### config.mk
export PLATFORM = sky130hd
export DESIGN_NAME = fifo_ctrl_1r1w
export DESIGN_NICKNAME = d
export VERILOG_FILES = /design/src/rtl/fifo_cfg_pkg.sv /design/src/rtl/fifo_ram_pkg.sv /design/src/rtl/fifo_ctrl_1r1w.sv /design/src/rtl/fifo_pop_ctrl.sv /design/src/rtl/fifo_push_ctrl.sv /design/src/rtl/fifo_ram_1r1w.sv
export VERILOG_INCLUDE_DIRS = /design/src /design/src/include
export SDC_FILE = /design/constraint.sdc
export NUM_CORES = 1
export LEC_CHECK = 0
export BUFFER_PORTS_ARGS = -buffer_cell sky130_fd_sc_hd__buf_2
export CORE_MARGIN = 1
export CORE_UTILIZATION = 38
export CTS_BUF_LIST = sky130_fd_sc_hd__clkbuf_2 sky130_fd_sc_hd__clkbuf_4 sky130_fd_sc_hd__clkbuf_8
export CTS_CLUSTER_DIAMETER = 200
export CTS_CLUSTER_SIZE = 10
export DETAILED_ROUTE_END_ITERATION = 16
export GPL_TIMING_DRIVEN = 0
export HOLD_SLACK_MARGIN = 0.12
export PLACE_DENSITY = 0.64
export SETUP_SLACK_MARGIN = 0.4
export SLEW_MARGIN = 5
export SYNTH_ARGS = -nofsm -noshare
export SYNTH_HDL_FRONTEND = slang
export SYNTH_SLANG_ARGS = --single-unit
### constraint.sdc
create_clock -name clk -period 3.5 [get_ports clk]
set_clock_uncertainty 0.15 [all_clocks]
set_input_delay 0 -clock clk [delete_from_list [all_inputs] [get_ports clk]]
set_output_delay 0 -clock clk [all_outputs]
set_load 0.01 [all_outputs]
### src/include/fifo_assert.svh
`ifndef FIFO_ASSERT_SVH
`define FIFO_ASSERT_SVH

// ----------------------------------------------------------------------
// Assertion helpers for the FIFO blocks
// ----------------------------------------------------------------------

// Concurrent check on the module clock
// Held off while rst_n is low
// Expects clk and rst_n in the enclosing module
`define FIFO_ASSERT(name, prop) \
  name : assert property (@(posedge clk) disable iff (!rst_n) (prop)) \
    else $error("%m: concurrent check failed");

// Elaboration-time check on parameters
// Becomes an empty generate branch when the condition holds
`define FIFO_ASSERT_STATIC(name, cond) \
  if (!(cond)) begin : name \
    $error("%m: parameter check failed"); \
  end

// Checks are grouped per module
// Integration checks guard the ports
// Implementation checks guard internal state

`endif

### src/rtl/fifo_cfg_pkg.sv
`default_nettype none

package fifo_cfg_pkg;

  // Default geometry, overridden from the top level
  localparam int DefaultDepth = 8;
  localparam int DefaultBitWidth = 16;

  // Wrap and bypass logic need at least two entries
  localparam int MinDepth = 2;

  // Width rules
  // Index into an array of depth entries, never zero wide
  function automatic int addr_width(int depth);
    return (depth > 1) ? $clog2(depth) : 1;
  endfunction

  // Occupancy counter holds 0 to depth inclusive
  function automatic int count_width(int depth);
    return $clog2(depth + 1);
  endfunction

endpackage : fifo_cfg_pkg

`default_nettype wire

### src/rtl/fifo_ram_pkg.sv
`default_nettype none

package fifo_ram_pkg;

  // Storage array access timing
  // Cycles from rd_valid to rd_data_valid
  // Read port is a single register stage
  localparam int RamReadLatency = 1;

  // Write is registered on the same edge as the address
  // so a read issued next cycle already sees it

endpackage : fifo_ram_pkg

`default_nettype wire

### src/rtl/fifo_ctrl_1r1w.sv
`timescale 1ns/1ps
`default_nettype none

module fifo_ctrl_1r1w #(
  parameter int Depth = fifo_cfg_pkg::DefaultDepth,
  parameter int BitWidth = fifo_cfg_pkg::DefaultBitWidth,
  parameter bit EnableBypass = 1'b1,
  localparam int AddrWidth = fifo_cfg_pkg::addr_width(Depth),
  localparam int CountWidth = fifo_cfg_pkg::count_width(Depth)
) (
  input wire logic clk,
  input wire logic rst_n,

  // Push port
  output logic push_ready,
  input wire logic push_valid,
  input wire logic [BitWidth-1:0] push_data,

  // Pop port
  output logic pop_valid,
  input wire logic pop_ready,
  output logic [BitWidth-1:0] pop_data,

  // Status
  output logic full,
  output logic [CountWidth-1:0] slots,
  output logic [CountWidth-1:0] items
);

  // ----------------------------------------------------------------------
  // Internal nets
  // ----------------------------------------------------------------------
  // Bypass path
  logic bypass_ready;
  logic bypass_valid;
  logic [BitWidth-1:0] bypass_data;

  // Array ports
  logic ram_wr_valid;
  logic [AddrWidth-1:0] ram_wr_addr;
  logic [BitWidth-1:0] ram_wr_data;
  logic ram_rd_valid;
  logic [AddrWidth-1:0] ram_rd_addr;
  logic ram_rd_data_valid;
  logic [BitWidth-1:0] ram_rd_data;

  // Write and read events between the controllers
  logic ram_push;
  logic ram_pop;

  // ----------------------------------------------------------------------
  // Push side, storage, pop side
  // ----------------------------------------------------------------------
  fifo_push_ctrl #(
    .Depth(Depth),
    .BitWidth(BitWidth),
    .EnableBypass(EnableBypass)
  ) push_ctrl_i (
    .clk(clk),
    .rst_n(rst_n),
    .push_ready(push_ready),
    .push_valid(push_valid),
    .push_data(push_data),
    .full(full),
    .slots(slots),
    .bypass_ready(bypass_ready),
    .bypass_valid(bypass_valid),
    .bypass_data(bypass_data),
    .ram_wr_valid(ram_wr_valid),
    .ram_wr_addr(ram_wr_addr),
    .ram_wr_data(ram_wr_data),
    .ram_push(ram_push),
    .ram_pop(ram_pop)
  );

  fifo_ram_1r1w #(
    .Depth(Depth),
    .BitWidth(BitWidth)
  ) ram_i (
    .clk(clk),
    .rst_n(rst_n),
    .wr_valid(ram_wr_valid),
    .wr_addr(ram_wr_addr),
    .wr_data(ram_wr_data),
    .rd_valid(ram_rd_valid),
    .rd_addr(ram_rd_addr),
    .rd_data_valid(ram_rd_data_valid),
    .rd_data(ram_rd_data)
  );

  fifo_pop_ctrl #(
    .Depth(Depth),
    .BitWidth(BitWidth),
    .EnableBypass(EnableBypass)
  ) pop_ctrl_i (
    .clk(clk),
    .rst_n(rst_n),
    .ram_push(ram_push),
    .ram_pop(ram_pop),
    .ram_rd_valid(ram_rd_valid),
    .ram_rd_addr(ram_rd_addr),
    .ram_rd_data_valid(ram_rd_data_valid),
    .ram_rd_data(ram_rd_data),
    .bypass_ready(bypass_ready),
    .bypass_valid(bypass_valid),
    .bypass_data(bypass_data),
    .pop_valid(pop_valid),
    .pop_data(pop_data),
    .pop_ready(pop_ready),
    .items(items)
  );

endmodule : fifo_ctrl_1r1w

`default_nettype wire

### src/rtl/fifo_pop_ctrl.sv
`timescale 1ns/1ps
`default_nettype none

`include "fifo_assert.svh"

module fifo_pop_ctrl #(
  parameter int Depth = fifo_cfg_pkg::DefaultDepth,
  parameter int BitWidth = fifo_cfg_pkg::DefaultBitWidth,
  parameter bit EnableBypass = 1'b1,
  localparam int AddrWidth = fifo_cfg_pkg::addr_width(Depth),
  localparam int CountWidth = fifo_cfg_pkg::count_width(Depth)
) (
  input wire logic clk,
  input wire logic rst_n,

  // Array write event from push controller
  input wire logic ram_push,

  // Array read port, ram_pop marks the same event for the push side
  output logic ram_pop,
  output logic ram_rd_valid,
  output logic [AddrWidth-1:0] ram_rd_addr,
  input wire logic ram_rd_data_valid,
  input wire logic [BitWidth-1:0] ram_rd_data,

  // Bypass from push controller
  output logic bypass_ready,
  input wire logic bypass_valid,
  input wire logic [BitWidth-1:0] bypass_data,

  // Pop port, driven from the output register
  output logic pop_valid,
  output logic [BitWidth-1:0] pop_data,
  input wire logic pop_ready,

  // Items held in the array
  output logic [CountWidth-1:0] items
);

  import fifo_cfg_pkg::*;
  import fifo_ram_pkg::*;

  localparam logic [CountWidth-1:0] DepthCount = CountWidth'(Depth);
  localparam logic [AddrWidth-1:0] LastAddr = AddrWidth'(Depth - 1);

  `FIFO_ASSERT_STATIC(depth_min_a, Depth >= MinDepth)
  `FIFO_ASSERT_STATIC(read_latency_min_a, RamReadLatency >= 1)

  // One bit per read stage, oldest at the top
  logic [RamReadLatency-1:0] rd_pending;
  logic rd_inflight;
  logic out_free;
  logic load_bypass;
  logic load;
  logic [CountWidth-1:0] items_next;

  // ----------------------------------------------------------------------
  // Read issue
  // ----------------------------------------------------------------------
  // Register empty now or emptied by this cycle's pop
  assign out_free = !pop_valid || pop_ready;
  assign rd_inflight = |rd_pending;

  // Data lands one cycle after issue, register must be free by then
  assign ram_rd_valid = (items != '0) && !rd_inflight && out_free;
  assign ram_pop = ram_rd_valid;

  // Read pipeline tracker
  always_ff @(posedge clk) begin
    if (!rst_n) begin
      rd_pending <= '0;
    end else begin
      rd_pending <= RamReadLatency'({rd_pending, ram_rd_valid});
    end
  end

  // Read pointer, wraps at Depth
  always_ff @(posedge clk) begin
    if (!rst_n) begin
      ram_rd_addr <= '0;
    end else if (ram_rd_valid) begin
      ram_rd_addr <= (ram_rd_addr == LastAddr) ? '0 : ram_rd_addr + 1'b1;
    end
  end

  // ----------------------------------------------------------------------
  // Array item count
  // ----------------------------------------------------------------------
  always_comb begin
    items_next = items;
    if (ram_push && !ram_pop) begin
      items_next = items + 1'b1;
    end else if (!ram_push && ram_pop) begin
      items_next = items - 1'b1;
    end
  end

  always_ff @(posedge clk) begin
    if (!rst_n) begin
      items <= '0;
    end else begin
      items <= items_next;
    end
  end

  // ----------------------------------------------------------------------
  // Bypass and output register
  // ----------------------------------------------------------------------
  if (EnableBypass) begin : gen_bypass
    // Nothing stored or in flight that a bypassed item could overtake
    assign bypass_ready = out_free && (items == '0) && !rd_inflight;
    assign load_bypass = bypass_valid;
  end else begin : gen_no_bypass
    assign bypass_ready = 1'b0;
    assign load_bypass = 1'b0;
  end

  assign load = ram_rd_data_valid || load_bypass;

  // Valid flag, a load wins over a drain in the same cycle
  always_ff @(posedge clk) begin
    if (!rst_n) begin
      pop_valid <= 1'b0;
    end else if (load) begin
      pop_valid <= 1'b1;
    end else if (pop_ready) begin
      pop_valid <= 1'b0;
    end
  end

  // Payload register
  always_ff @(posedge clk) begin
    if (load) begin
      pop_data <= ram_rd_data_valid ? ram_rd_data : bypass_data;
    end
  end

  // ----------------------------------------------------------------------
  // Checks
  // ----------------------------------------------------------------------
  // Bypass only offered with the read pipe idle
  `FIFO_ASSERT(no_double_load_a, !(ram_rd_data_valid && bypass_valid))
  `FIFO_ASSERT(items_in_range_a, items <= DepthCount)
  // Stalled output keeps its item
  `FIFO_ASSERT(pop_hold_a, pop_valid && !pop_ready |=> pop_valid && $stable(pop_data))

endmodule : fifo_pop_ctrl

`default_nettype wire

### src/rtl/fifo_push_ctrl.sv
`timescale 1ns/1ps
`default_nettype none

`include "fifo_assert.svh"

module fifo_push_ctrl #(
  parameter int Depth = fifo_cfg_pkg::DefaultDepth,
  parameter int BitWidth = fifo_cfg_pkg::DefaultBitWidth,
  parameter bit EnableBypass = 1'b1,
  localparam int AddrWidth = fifo_cfg_pkg::addr_width(Depth),
  localparam int CountWidth = fifo_cfg_pkg::count_width(Depth)
) (
  input wire logic clk,
  input wire logic rst_n,

  // Push port
  output logic push_ready,
  input wire logic push_valid,
  input wire logic [BitWidth-1:0] push_data,

  // Push-side status
  output logic full,
  output logic [CountWidth-1:0] slots,

  // Bypass to pop controller
  input wire logic bypass_ready,
  output logic bypass_valid,
  output logic [BitWidth-1:0] bypass_data,

  // Array write port
  output logic ram_wr_valid,
  output logic [AddrWidth-1:0] ram_wr_addr,
  output logic [BitWidth-1:0] ram_wr_data,
  // Array write event to pop controller
  output logic ram_push,

  // Array read event from pop controller
  // Never raised for bypassed items
  input wire logic ram_pop
);

  import fifo_cfg_pkg::*;

  // Full count of free slots
  localparam logic [CountWidth-1:0] DepthCount = CountWidth'(Depth);
  // Last legal write address
  localparam logic [AddrWidth-1:0] LastAddr = AddrWidth'(Depth - 1);

  // ----------------------------------------------------------------------
  // Parameter and port checks
  // ----------------------------------------------------------------------
  `FIFO_ASSERT_STATIC(depth_min_a, Depth >= MinDepth)
  `FIFO_ASSERT_STATIC(bit_width_min_a, BitWidth >= 1)

  // Sender keeps the item steady while stalled
  `FIFO_ASSERT(push_hold_a, push_valid && !push_ready |=> push_valid && $stable(push_data))

  // Pop side cannot free a slot that was never filled
  `FIFO_ASSERT(no_pop_when_empty_a, slots == DepthCount |-> !ram_pop)

  logic push;
  logic [CountWidth-1:0] slots_next;

  // ----------------------------------------------------------------------
  // Flow control and steering
  // ----------------------------------------------------------------------
  assign push_ready = !full;
  assign push = push_valid && push_ready;

  if (EnableBypass) begin : gen_bypass
    // Pop side free and array empty so the item skips storage
    assign bypass_valid = push && bypass_ready;
    assign bypass_data = push_data;
    assign ram_push = push && !bypass_ready;
  end else begin : gen_no_bypass
    // Every item goes through the array
    assign bypass_valid = 1'b0;
    assign bypass_data = '0;
    assign ram_push = push;
  end

  // Array write side
  assign ram_wr_valid = ram_push;
  assign ram_wr_data = push_data;

  // Write pointer wrapping at Depth
  always_ff @(posedge clk) begin
    if (!rst_n) begin
      ram_wr_addr <= '0;
    end else if (ram_push) begin
      ram_wr_addr <= (ram_wr_addr == LastAddr) ? '0 : ram_wr_addr + 1'b1;
    end
  end

  // ----------------------------------------------------------------------
  // Free-slot count and full flag
  // ----------------------------------------------------------------------
  // Write takes a slot and an array pop gives one back
  always_comb begin
    slots_next = slots;
    if (ram_push && !ram_pop) begin
      slots_next = slots - 1'b1;
    end else if (!ram_push && ram_pop) begin
      slots_next = slots + 1'b1;
    end
  end

  // Both registered so push_ready returns the cycle after a pop
  always_ff @(posedge clk) begin
    if (!rst_n) begin
      slots <= DepthCount;
      full <= 1'b0;
    end else begin
      slots <= slots_next;
      full <= (slots_next == '0);
    end
  end

  // ----------------------------------------------------------------------
  // Status checks
  // ----------------------------------------------------------------------
  `FIFO_ASSERT(slots_in_range_a, slots <= DepthCount)
  // Last free slot written and nothing read back
  // Count hits zero and the flag rises one cycle later
  `FIFO_ASSERT(full_matches_slots_a,
               slots == CountWidth'(1) && ram_push && !ram_pop |=> full && slots == '0)

endmodule : fifo_push_ctrl

`default_nettype wire

### src/rtl/fifo_ram_1r1w.sv
`timescale 1ns/1ps
`default_nettype none

`include "fifo_assert.svh"

module fifo_ram_1r1w #(
  parameter int Depth = fifo_cfg_pkg::DefaultDepth,
  parameter int BitWidth = fifo_cfg_pkg::DefaultBitWidth,
  localparam int AddrWidth = fifo_cfg_pkg::addr_width(Depth)
) (
  input wire logic clk,
  input wire logic rst_n,

  // Write port
  input wire logic wr_valid,
  input wire logic [AddrWidth-1:0] wr_addr,
  input wire logic [BitWidth-1:0] wr_data,

  // Read port, data one cycle after the request
  input wire logic rd_valid,
  input wire logic [AddrWidth-1:0] rd_addr,
  output logic rd_data_valid,
  output logic [BitWidth-1:0] rd_data
);

  import fifo_ram_pkg::*;

  // Single read register stage below
  `FIFO_ASSERT_STATIC(read_latency_is_one_a, RamReadLatency == 1)

  logic [BitWidth-1:0] mem [Depth];

  // Storage
  always_ff @(posedge clk) begin
    if (wr_valid) begin
      mem[wr_addr] <= wr_data;
    end
  end

  // Read data register
  always_ff @(posedge clk) begin
    if (rd_valid) begin
      rd_data <= mem[rd_addr];
    end
  end

  always_ff @(posedge clk) begin
    if (!rst_n) begin
      rd_data_valid <= 1'b0;
    end else begin
      rd_data_valid <= rd_valid;
    end
  end

  // Controllers wrap at Depth
  `FIFO_ASSERT(wr_addr_in_range_a, wr_valid |-> wr_addr < Depth)
  `FIFO_ASSERT(rd_addr_in_range_a, rd_valid |-> rd_addr < Depth)

endmodule : fifo_ram_1r1w

`default_nettype wire

Word-level counts from Yosys, hierarchy flattened
Memory sizes are Yosys's and may differ from the RTL's. A register that Yosys moved wholly into a read port is not among the register bits.
Cells that the tools add are included.

operators by class
  add/subtract/negate cells = 6
  divide/modulo/power cells = 0
  equality and inequality tests = 2
  bitwise operators = 0
  multiply operators = 0
  mux-type cells = 11
  magnitude comparators = 0
  reduce and logical (&&, ||, !) cells = 22
  shifts and indexed selects = 0

operator list
  kind                                                                 count
  16-bit 2-to-1 mux                                                    1
  4-bit 2-to-1 mux                                                     4
  1-bit logical AND                                                    9
  4-bit by 1-bit adder with 4-bit output (second input constant)       2
  4-bit zero test                                                      2
  4-bit by 1-bit subtractor with 4-bit output (second input constant)  2
  3-bit by 1-bit adder with 3-bit output (second input constant)       2
  3-bit == test (second input constant)                                2
  1-bit zero test                                                      6
  3-bit 2-to-1 mux                                                     2
  1-bit 2-to-1 mux                                                     4
  2-bit nonzero test                                                   2
  4-bit nonzero test                                                   1
  1-bit logical OR                                                     2

word-level totals
  memories = 1
  ROM bits = 0
  bits in latches = 0
  bits in writable memories = 128
  register bits = 33
  bits of input ports = 20
  logic and storage cells = 50

memories
  memory     depth  width  rd ports  clocked after memory_dff  wr ports  RTL line             RTL
  ram_i.mem  8      16     1         1                         1         fifo_ram_1r1w.sv:31  logic [BitWidth-1:0] mem [Depth];

Logic depth before layout (Yosys ltp)
Gate-level depths: netlist (run 1).

  depth after elaboration = 11
  depth in mapped cells = 11
  mapped depth without buffers = 10

Modules after synthesis
A second synthesis (run 1) with hierarchy kept.

second synthesis, totals
  cell total of the unflattened synthesis = 385
  area total of the unflattened synthesis = 7443.4 um^2

by module, submodules not included
  module          area each (um^2)  cells each  sequential area each (um^2)  times used
  fifo_ram_1r1w   5480.3            216         4344.2                       1
  fifo_pop_ctrl   1186.1            84          660.6                        1
  fifo_push_ctrl  777.0             85          160.2                        1

Worst setup path before layout (run 1)
No wires, ideal clock.

  path kind = register -> register
  start = register pop_ctrl_i.items[0]
  end = register pop_ctrl_i.items[3]
  slack = 0.201 ns
  arrival = 3.077 ns
  setup time = 0.072 ns
  clock period less this slack = 3.299 ns
  path buffers = 1
  cell stages (with the launch flop) = 12
  required time = 3.278 ns
  cells stage by stage = dfxtp_1 > nor4_1 > nor3_2 > inv_1 > ha_1 > clkbuf_1 > inv_1 > ha_1 > a21oi_1 > a211oi_1 > a31oi_1 > mux2i_1

between the ends
  elaborated cells between the ends (all ways) = 17
  classes of those cells = add/sub (2); mux (2); reduce/logical (13)

RTL lines
  what                                                           RTL line              RTL
  start, declared                                                fifo_pop_ctrl.sv:37   output logic [CountWidth-1:0] items
  start signal, assigned                                         fifo_pop_ctrl.sv:102  items <= items_next;
  4-bit nonzero test *                                           fifo_pop_ctrl.sv:65   assign ram_rd_valid = (items != '0) && !rd_inflight && out_free;
  1-bit logical AND * (2 in series)                              fifo_pop_ctrl.sv:65
  net pop_ctrl_i.ram_pop                                         fifo_pop_ctrl.sv:20   output logic ram_pop,
  1-bit zero test                                                fifo_pop_ctrl.sv:91   if (ram_push && !ram_pop) begin
  1-bit logical AND                                              fifo_pop_ctrl.sv:91
  4-bit 2-to-1 mux / 2-bit nonzero test (equally long branches)  -

The timed path passes the listed nets; every way through them passes the cells marked *. The select of a mux whose other input is x is not followed.
A chain may end at the register's enable or synchronous reset.

Final worst setup path (run 1)
  start = register pop_ctrl_i.rd_pending (netlist: pop_ctrl_i.rd_inflight)
  end = register pop_ctrl_i.pop_data[5] (enable)

between the ends
  word-level cells in the longest chain between the ends = 4

ends and longest elaborated chain
  what                    RTL line              RTL
  start, declared         fifo_pop_ctrl.sv:50   logic [RamReadLatency-1:0] rd_pending;
  start signal, assigned  fifo_pop_ctrl.sv:73   rd_pending <= RamReadLatency'({rd_pending, ram_rd_valid});
  1-bit zero test         fifo_pop_ctrl.sv:111  assign bypass_ready = out_free && (items == '0) && !rd_inflight;
  1-bit logical AND       fifo_pop_ctrl.sv:111
  1-bit logical AND       fifo_push_ctrl.sv:72  assign bypass_valid = push && bypass_ready;
  1-bit logical OR *      fifo_pop_ctrl.sv:118  assign load = ram_rd_data_valid || load_bypass;
  net pop_ctrl_i.load     fifo_pop_ctrl.sv:54   logic load;
  end signal, assigned    fifo_pop_ctrl.sv:134  pop_data <= ram_rd_data_valid ? ram_rd_data : bypass_data;
  end, declared           fifo_pop_ctrl.sv:33   output logic [BitWidth-1:0] pop_data,

The timed path passes the listed nets; every way through them passes the cells marked *.

==> results.cfg, run 1 <==
[run_status]
status = completed

[drt]
wl_per_cell_um = 19.6
wl_met2_mm = 6.68
wirelength_mm = 13.6
ant_nets = 0
wl_met3_um = 883
wl_met1_mm = 5.89
maxUsedRoutingLayer = met4
vias = 3538
drcViolationCount = 0
routed_via_density = 5.11
dr.first_iter.drc_count = 243
dr.pass1.iters = 5

[cells_and_area]
diodes = 0
layout_commonest_cell = edfxtp_1
drive_gt1_frac = 0.384
final_net_count = 481
register_area_um2 = 5150
area_growth_syn_to_layout_pct = 20.0
multi_input_area_um2 = 1790
layout_common_cells = edfxtp_1 (160), buf_2 (51), mux2_2 (33), mux4_2 (32), dlygate4sd3_1 (19)
fillers = 1503

[floorplanning]
start_util = 0.387
fp-row-count = 49
die_area_um2 = 18900
core_um2 = 18000
die_w_um = 137
num_io_pins = 47
die_y_um = 137

[power_and_ir_drop]
total_power_mw = 6.39
ir_drop_uv = 480
power.leakage_nw = 2.82
power_density_nw_per_um2 = 765

[timing]
rsz0062_at_grt = no
timing.fmax_mhz = 334
setup_violations = 0
min_period_ns = 3.00
tightest_slew_ns = 0.974
maxSlewViolCount = 0
finalCritPeriodShare = 0.856
final-hold-violation-count = 0
slew_headroom = 0.340
setup_slack_ns = 0.503

[min_path]
hold_depth = 6
min_path_type = in2reg

[global_route]
grt_max_degree = 17
grt_usage = 0.160
grt_pass1_wl_mm = 21.3
gr-total-overflow = 0
antenna_found_initial = 0
grt_pass1_vias = 3746

[placed_design]
io_buffers = 46
dp_slack_ns = 0.0850
place_congestion = 0.785
dp_hpwl_mm = 8.99

[synth]
syn_inst = 350
synth_top_area_share = 0.691
synth_fp_nets = 381
synth_area_leaders = edfxtp_1 (69%), mux4_2 (10%), mux2_2 (5.3%)
syn_area_um2 = 6960
synth_top_cell_by_area = edfxtp_1
ys_ff_latch = 177
avgSynthCellArea_um2 = 19.9
synth.yosys.seq_area_share = 0.740
ys_types = 37
ys_warn_count = 0

[worst_setup_path]
cp_data_arrival_time_ns = 3.01
required_ns = 3.51
ff2ff_path_depth = 4
cp-start-kind = flip-flop
path_class = reg2reg
critical_path.max_fanout = 11
cp-end-kind = flip-flop

[clocking]
path_clk_slew_ns = 0.09
cts.sinks = 177
clockBufferDepth = 2
cts_tree = built
cts_root_buffer = clkbuf_8
htreeDepth = 4
clkLatencyLatePin_ns = 0.45
cts_inserted_buffers = 17

[run]
drv_cap = 0
state kept, by name (all words and copies together), names as in the netlist:
register,flops
pop_ctrl_i.pop_data,16
push_ctrl_i.ram_wr_addr,3
pop_ctrl_i.items,4
pop_ctrl_i.ram_rd_addr,3
pop_ctrl_i.pop_valid,1
push_ctrl_i.full,1
push_ctrl_i.slots,4
ram_i.mem,128
pop_ctrl_i.rd_inflight,1
ram_i.rd_data,16
per-layer routing:
metal / vias to the layer above / track usage
met5: - / 0
met3: 12 / 0.0427
met2: 111 / 0.254
met4: 0 / 0.0501
li1: 1609 / -
met1: 1806 / 0.214
worst max-delay path, stage by stage (launching register included):
cell and delay, ns:
dfxtp_1 0.46, clkbuf_1 0.71, buf_1 0.70, o21bai_2 0.43, buf_8 0.24
metrics by stage:
step	cell area (um^2)	hold slack (ns)	setup TNS (ns)	util	cells
after floorplan	6960	-0.0511	0	-	350
after global placement	7480	0.129	-56.91	0.416	625
after detailed placement	7710	0.144	0	0.429	639
after CTS	8340	0.120	0	0.464	692
after global routing	8350	0.150	0	0.465	692
final	8350	0.143	0	0.465	692
path summary, 6_finish.rpt:
check,start,endpoint,slack (ns)
worst max register to register,pop_ctrl_i.rd_inflight,pop_ctrl_i.pop_data[5],0.50
worst min register to register,pop_ctrl_i.items[3],pop_ctrl_i.items[3],0.35
worst max-delay path,pop_ctrl_i.rd_inflight,pop_ctrl_i.pop_data[5],0.50
worst min-delay path,push_valid,push_ctrl_i.ram_wr_addr[2],0.14
area by class of cell:
cell class,instances,share of cell area
plain buffers,15,0.00749
flip-flops and latches,177,0.616
multi-input cells,152,0.214
clock buffers,17,0.0280
inverters,6,0.00300
clock inverters,15,0.0216
repair buffers,81,0.0751
well taps,229,0.0343
cells in the mapped netlist:
library cell / instances
o31ai_4: 1
a31oi_1: 2
o311ai_0: 1
nand3_1: 1
nand4_1: 1
fa_1: 1
buf_2: 4
a211oi_1: 1
or3_1: 3
nand2b_1: 5
and3_1: 2
ha_1: 10
a21boi_0: 3
clkbuf_1: 9
nor2_1: 6
xor2_1: 1
nor2b_1: 7
or4b_2: 1
o211ai_1: 1
a21oi_1: 2
nand3b_1: 2
xnor2_1: 2
inv_1: 6
or4_4: 1
nor3_1: 5
dfxtp_1: 17
mux2_2: 33
edfxtp_1: 160
o21ai_0: 4
mux4_2: 32
mux2i_1: 6
nor4_1: 2
buf_1: 2
nor3_2: 1
nand2_1: 10
and2_1: 4
o21bai_1: 1
power by group:
group,switching [mW],leakage (nW),internal [mW]
Clock,0.737,0.209,0.716
Sequential,0.151,1.61,2.79
Combinational,1.04,1.00,0.952
Total,1.93,2.82,4.46
logic make-up (layout without fill, tap and decap cells):
family,after synthesis,in the layout,synth area share
buffers and inverters,21,134,0.0121
adders and majority gates,11,11,0.0209
xor gates and xnor gates,3,3,0.00378
and+or+nand+nor,51,51,0.0412
muxes,71,71,0.166
DFF,177,177,0.740
AOI/OAI and AO/OA,16,16,0.0169
repair_timing:
action                                  4_1_cts  5_1_grt
endpoints found under the setup margin       12        1
buffers inserted                              2        0
pin swaps                                     2        0
resized for setup                             3        8
endpoints found under the hold margin       161        0
hold buffers                                 19        0
Power figures use the tool's default switching activity.
==> run 2: changes to the inputs <==
Settings changed: PLACE_DENSITY 0.64 to 0.66.
Clock period 3.5 ns to 2.7 ns, I/O delays scaled along.
==> run 2 against run 1 <==
Critical endpoint is now pop_ctrl_i.items[3]. Worst setup slack lost 0.41 ns. Worst hold slack improved by 0.074 ns. Clock power grew 13%. Sequential power up 31%. Die area unchanged. Routed wire length increased by 3.3%. Final area grew 5.2%. Via count rose by 2.6%. Maximum frequency rose by 15%.
==> results.cfg, run 2 (synthesis results as in run 1) <==
[run_status]
status = completed

[timing]
rsz0062_at_grt = yes
tightest_slew_ns = 0.856
finalCritPeriodShare = 0.966
slew_headroom = 0.428
setup_violations = 0
min_period_ns = 2.61
setup_slack_ns = 0.0925
timing.fmax_mhz = 384
final-hold-violation-count = 0
setup_tns_ns = 0
maxSlewViolCount = 0

[global_route]
use_met1 = 0.194
antenna_found_initial = 0
gr-total-overflow = 0
busiest_layer = met2
grt_usage = 0.161
grt_pass1_vias = 3750
grt_pass1_wl_mm = 21.0
globalRouteMet2Util = 0.275
grtUsageMet3 = 0.0346
grt_max_degree = 17

[clocking]
cts_root_buffer = clkbuf_8
cts_inserted_buffers = 17
cts.sinks = 177
path_clk_slew_ns = 0.08
cts_tree = built
htreeDepth = 4
clkLatencyLatePin_ns = 0.46
clockBufferDepth = 2

[worst_setup_path]
critical_path.max_fanout = 4
ff2ff_path_depth = 11
required_ns = 2.93
cp-start-kind = flip-flop
cp-end-kind = flip-flop
path_class = reg2reg
crit_start = pop_ctrl_i.items[0]
cp_data_arrival_time_ns = 2.84
r2r_end = pop_ctrl_i.items[3]
regToRegStartpoint = pop_ctrl_i.items[0]
r2r_setup_slack_ns = 0.09

[cells_and_area]
largest_reg_flops = 128
largest_register = ram_i.mem
register_area_um2 = 5150
multi_input_area_um2 = 2010
drive_gt1_frac = 0.471
area_growth_syn_to_layout_pct = 26.3
fin_util = 0.489
layout_commonest_cell = edfxtp_1
final_cells = 713
layout_common_cells = edfxtp_1 (160), buf_2 (48), mux2_2 (32), mux4_2 (32), buf_4 (21)
fillers = 1470
diodes = 0
final_area_um2 = 8790
final_net_count = 506
top_regs = ram_i.mem: 128 flops, pop_ctrl_i.pop_data: 16 flops, ram_i.rd_data: 16 flops

[power_and_ir_drop]
clkPwrFrac = 0.186
p_seq_frac = 0.437
p_int_mw = 6.12
power_density_nw_per_um2 = 1000
p_sw_mw = 2.67
ir_drop_uv = 712
power.leakage_nw = 2.99
comb_power_share = 0.377
switching_share = 0.304

[drt]
dr.first_iter.drc_count = 248
routed_via_density = 5.09
drcViolationCount = 0
wl_per_cell_um = 19.6
wirelength_mm = 14.0
vias = 3631
ant_nets = 0
dr.pass1.iters = 4

[floorplanning]
core_um2 = 18000
num_io_pins = 47
start_util = 0.387
die_w_um = 137
die_y_um = 137
die_area_um2 = 18900
fp-row-count = 49

[placed_design]
dp_hpwl_mm = 8.68
place_inst = 634
dp_slack_ns = -0.721
io_buffers = 46
place_area_um2 = 7710
place_congestion = 0.680

[min_path]
holdCritStartpoint = push_data[2]
hold_depth = 2
min_to = ram_i.mem[7][2]
min_path_type = in2reg

[run]
drv_cap = 0
==> run 2: area by class of cell <==
cell class / count / share of cell area
flip-flops and latches: 177 / 0.587
inverters: 6 / 0.00399
multi-input cells: 153 / 0.229
clock buffers: 18 / 0.0275
well taps: 229 / 0.0326
repair buffers: 105 / 0.0970
plain buffers: 15 / 0.0125
clock inverters: 10 / 0.0111
==> run 2: repair_timing <==
action / CTS / global route
pin swaps: 20 / 14
hold buffers: 18 / 2
gates resized for setup: 35 / 26
setup buffers: 24 / 6
setup endpoints to repair: 172 / 115
endpoints found under the hold margin: 161 / 13
gates cloned: 1 / 0
==> run 2: worst max path at each step <==
stage                          end  slack, ns
6_report       pop_ctrl_i.items[3]       0.09
5_1_grt        pop_ctrl_i.items[3]      -0.03
4_1_cts        pop_ctrl_i.items[3]       0.08
3_5_place_dp   pop_ctrl_i.items[3]      -0.72
3_3_place_gp       ram_i.mem[2][3]      -1.17
2_1_floorplan  pop_ctrl_i.items[3]      -0.09
==> run 2: per-layer routing <==
layer	vias to the layer above	part of all wire
li1	1660	-
met1	1866	0.42
met2	93	0.52
met3	12	0.045
met4	0	0.018
met5	-	0
==> run 2: stage by stage <==
| stage | hold WS (ns) | power (mW) |
|---|---|---|
| final | 0.216 | 8.79 |
| after global routing | 0.211 | 9.23 |
| after CTS | 0.172 | 8.60 |
| after detailed placement | 0.144 | 6.45 |
| after global placement | 0.129 | 6.26 |
| after floorplan | -0.0511 | 5.61 |
==> run 2: power by group through the flow <==
stage	Combinational [mW]	Clock [mW]	Sequential, mW
after floorplan	1.67	0	3.93
after global placement	2.39	0	3.87
after detailed placement	2.56	0	3.89
after CTS	3.09	1.68	3.83
after global routing	3.56	1.77	3.89
final	3.32	1.64	3.84
==> run 2: worst max-delay path: stages (launching register included) <==
cell and delay, ns:
dfxtp_4 0.35, or4_4 0.55, o31ai_4 0.23, inv_2 0.07, ha_4 0.17, clkbuf_16 0.15, clkinv_8 0.05, ha_4 0.21
a21oi_4 0.15, a211oi_2 0.08, a31oi_1 0.17, mux2i_1 0.19
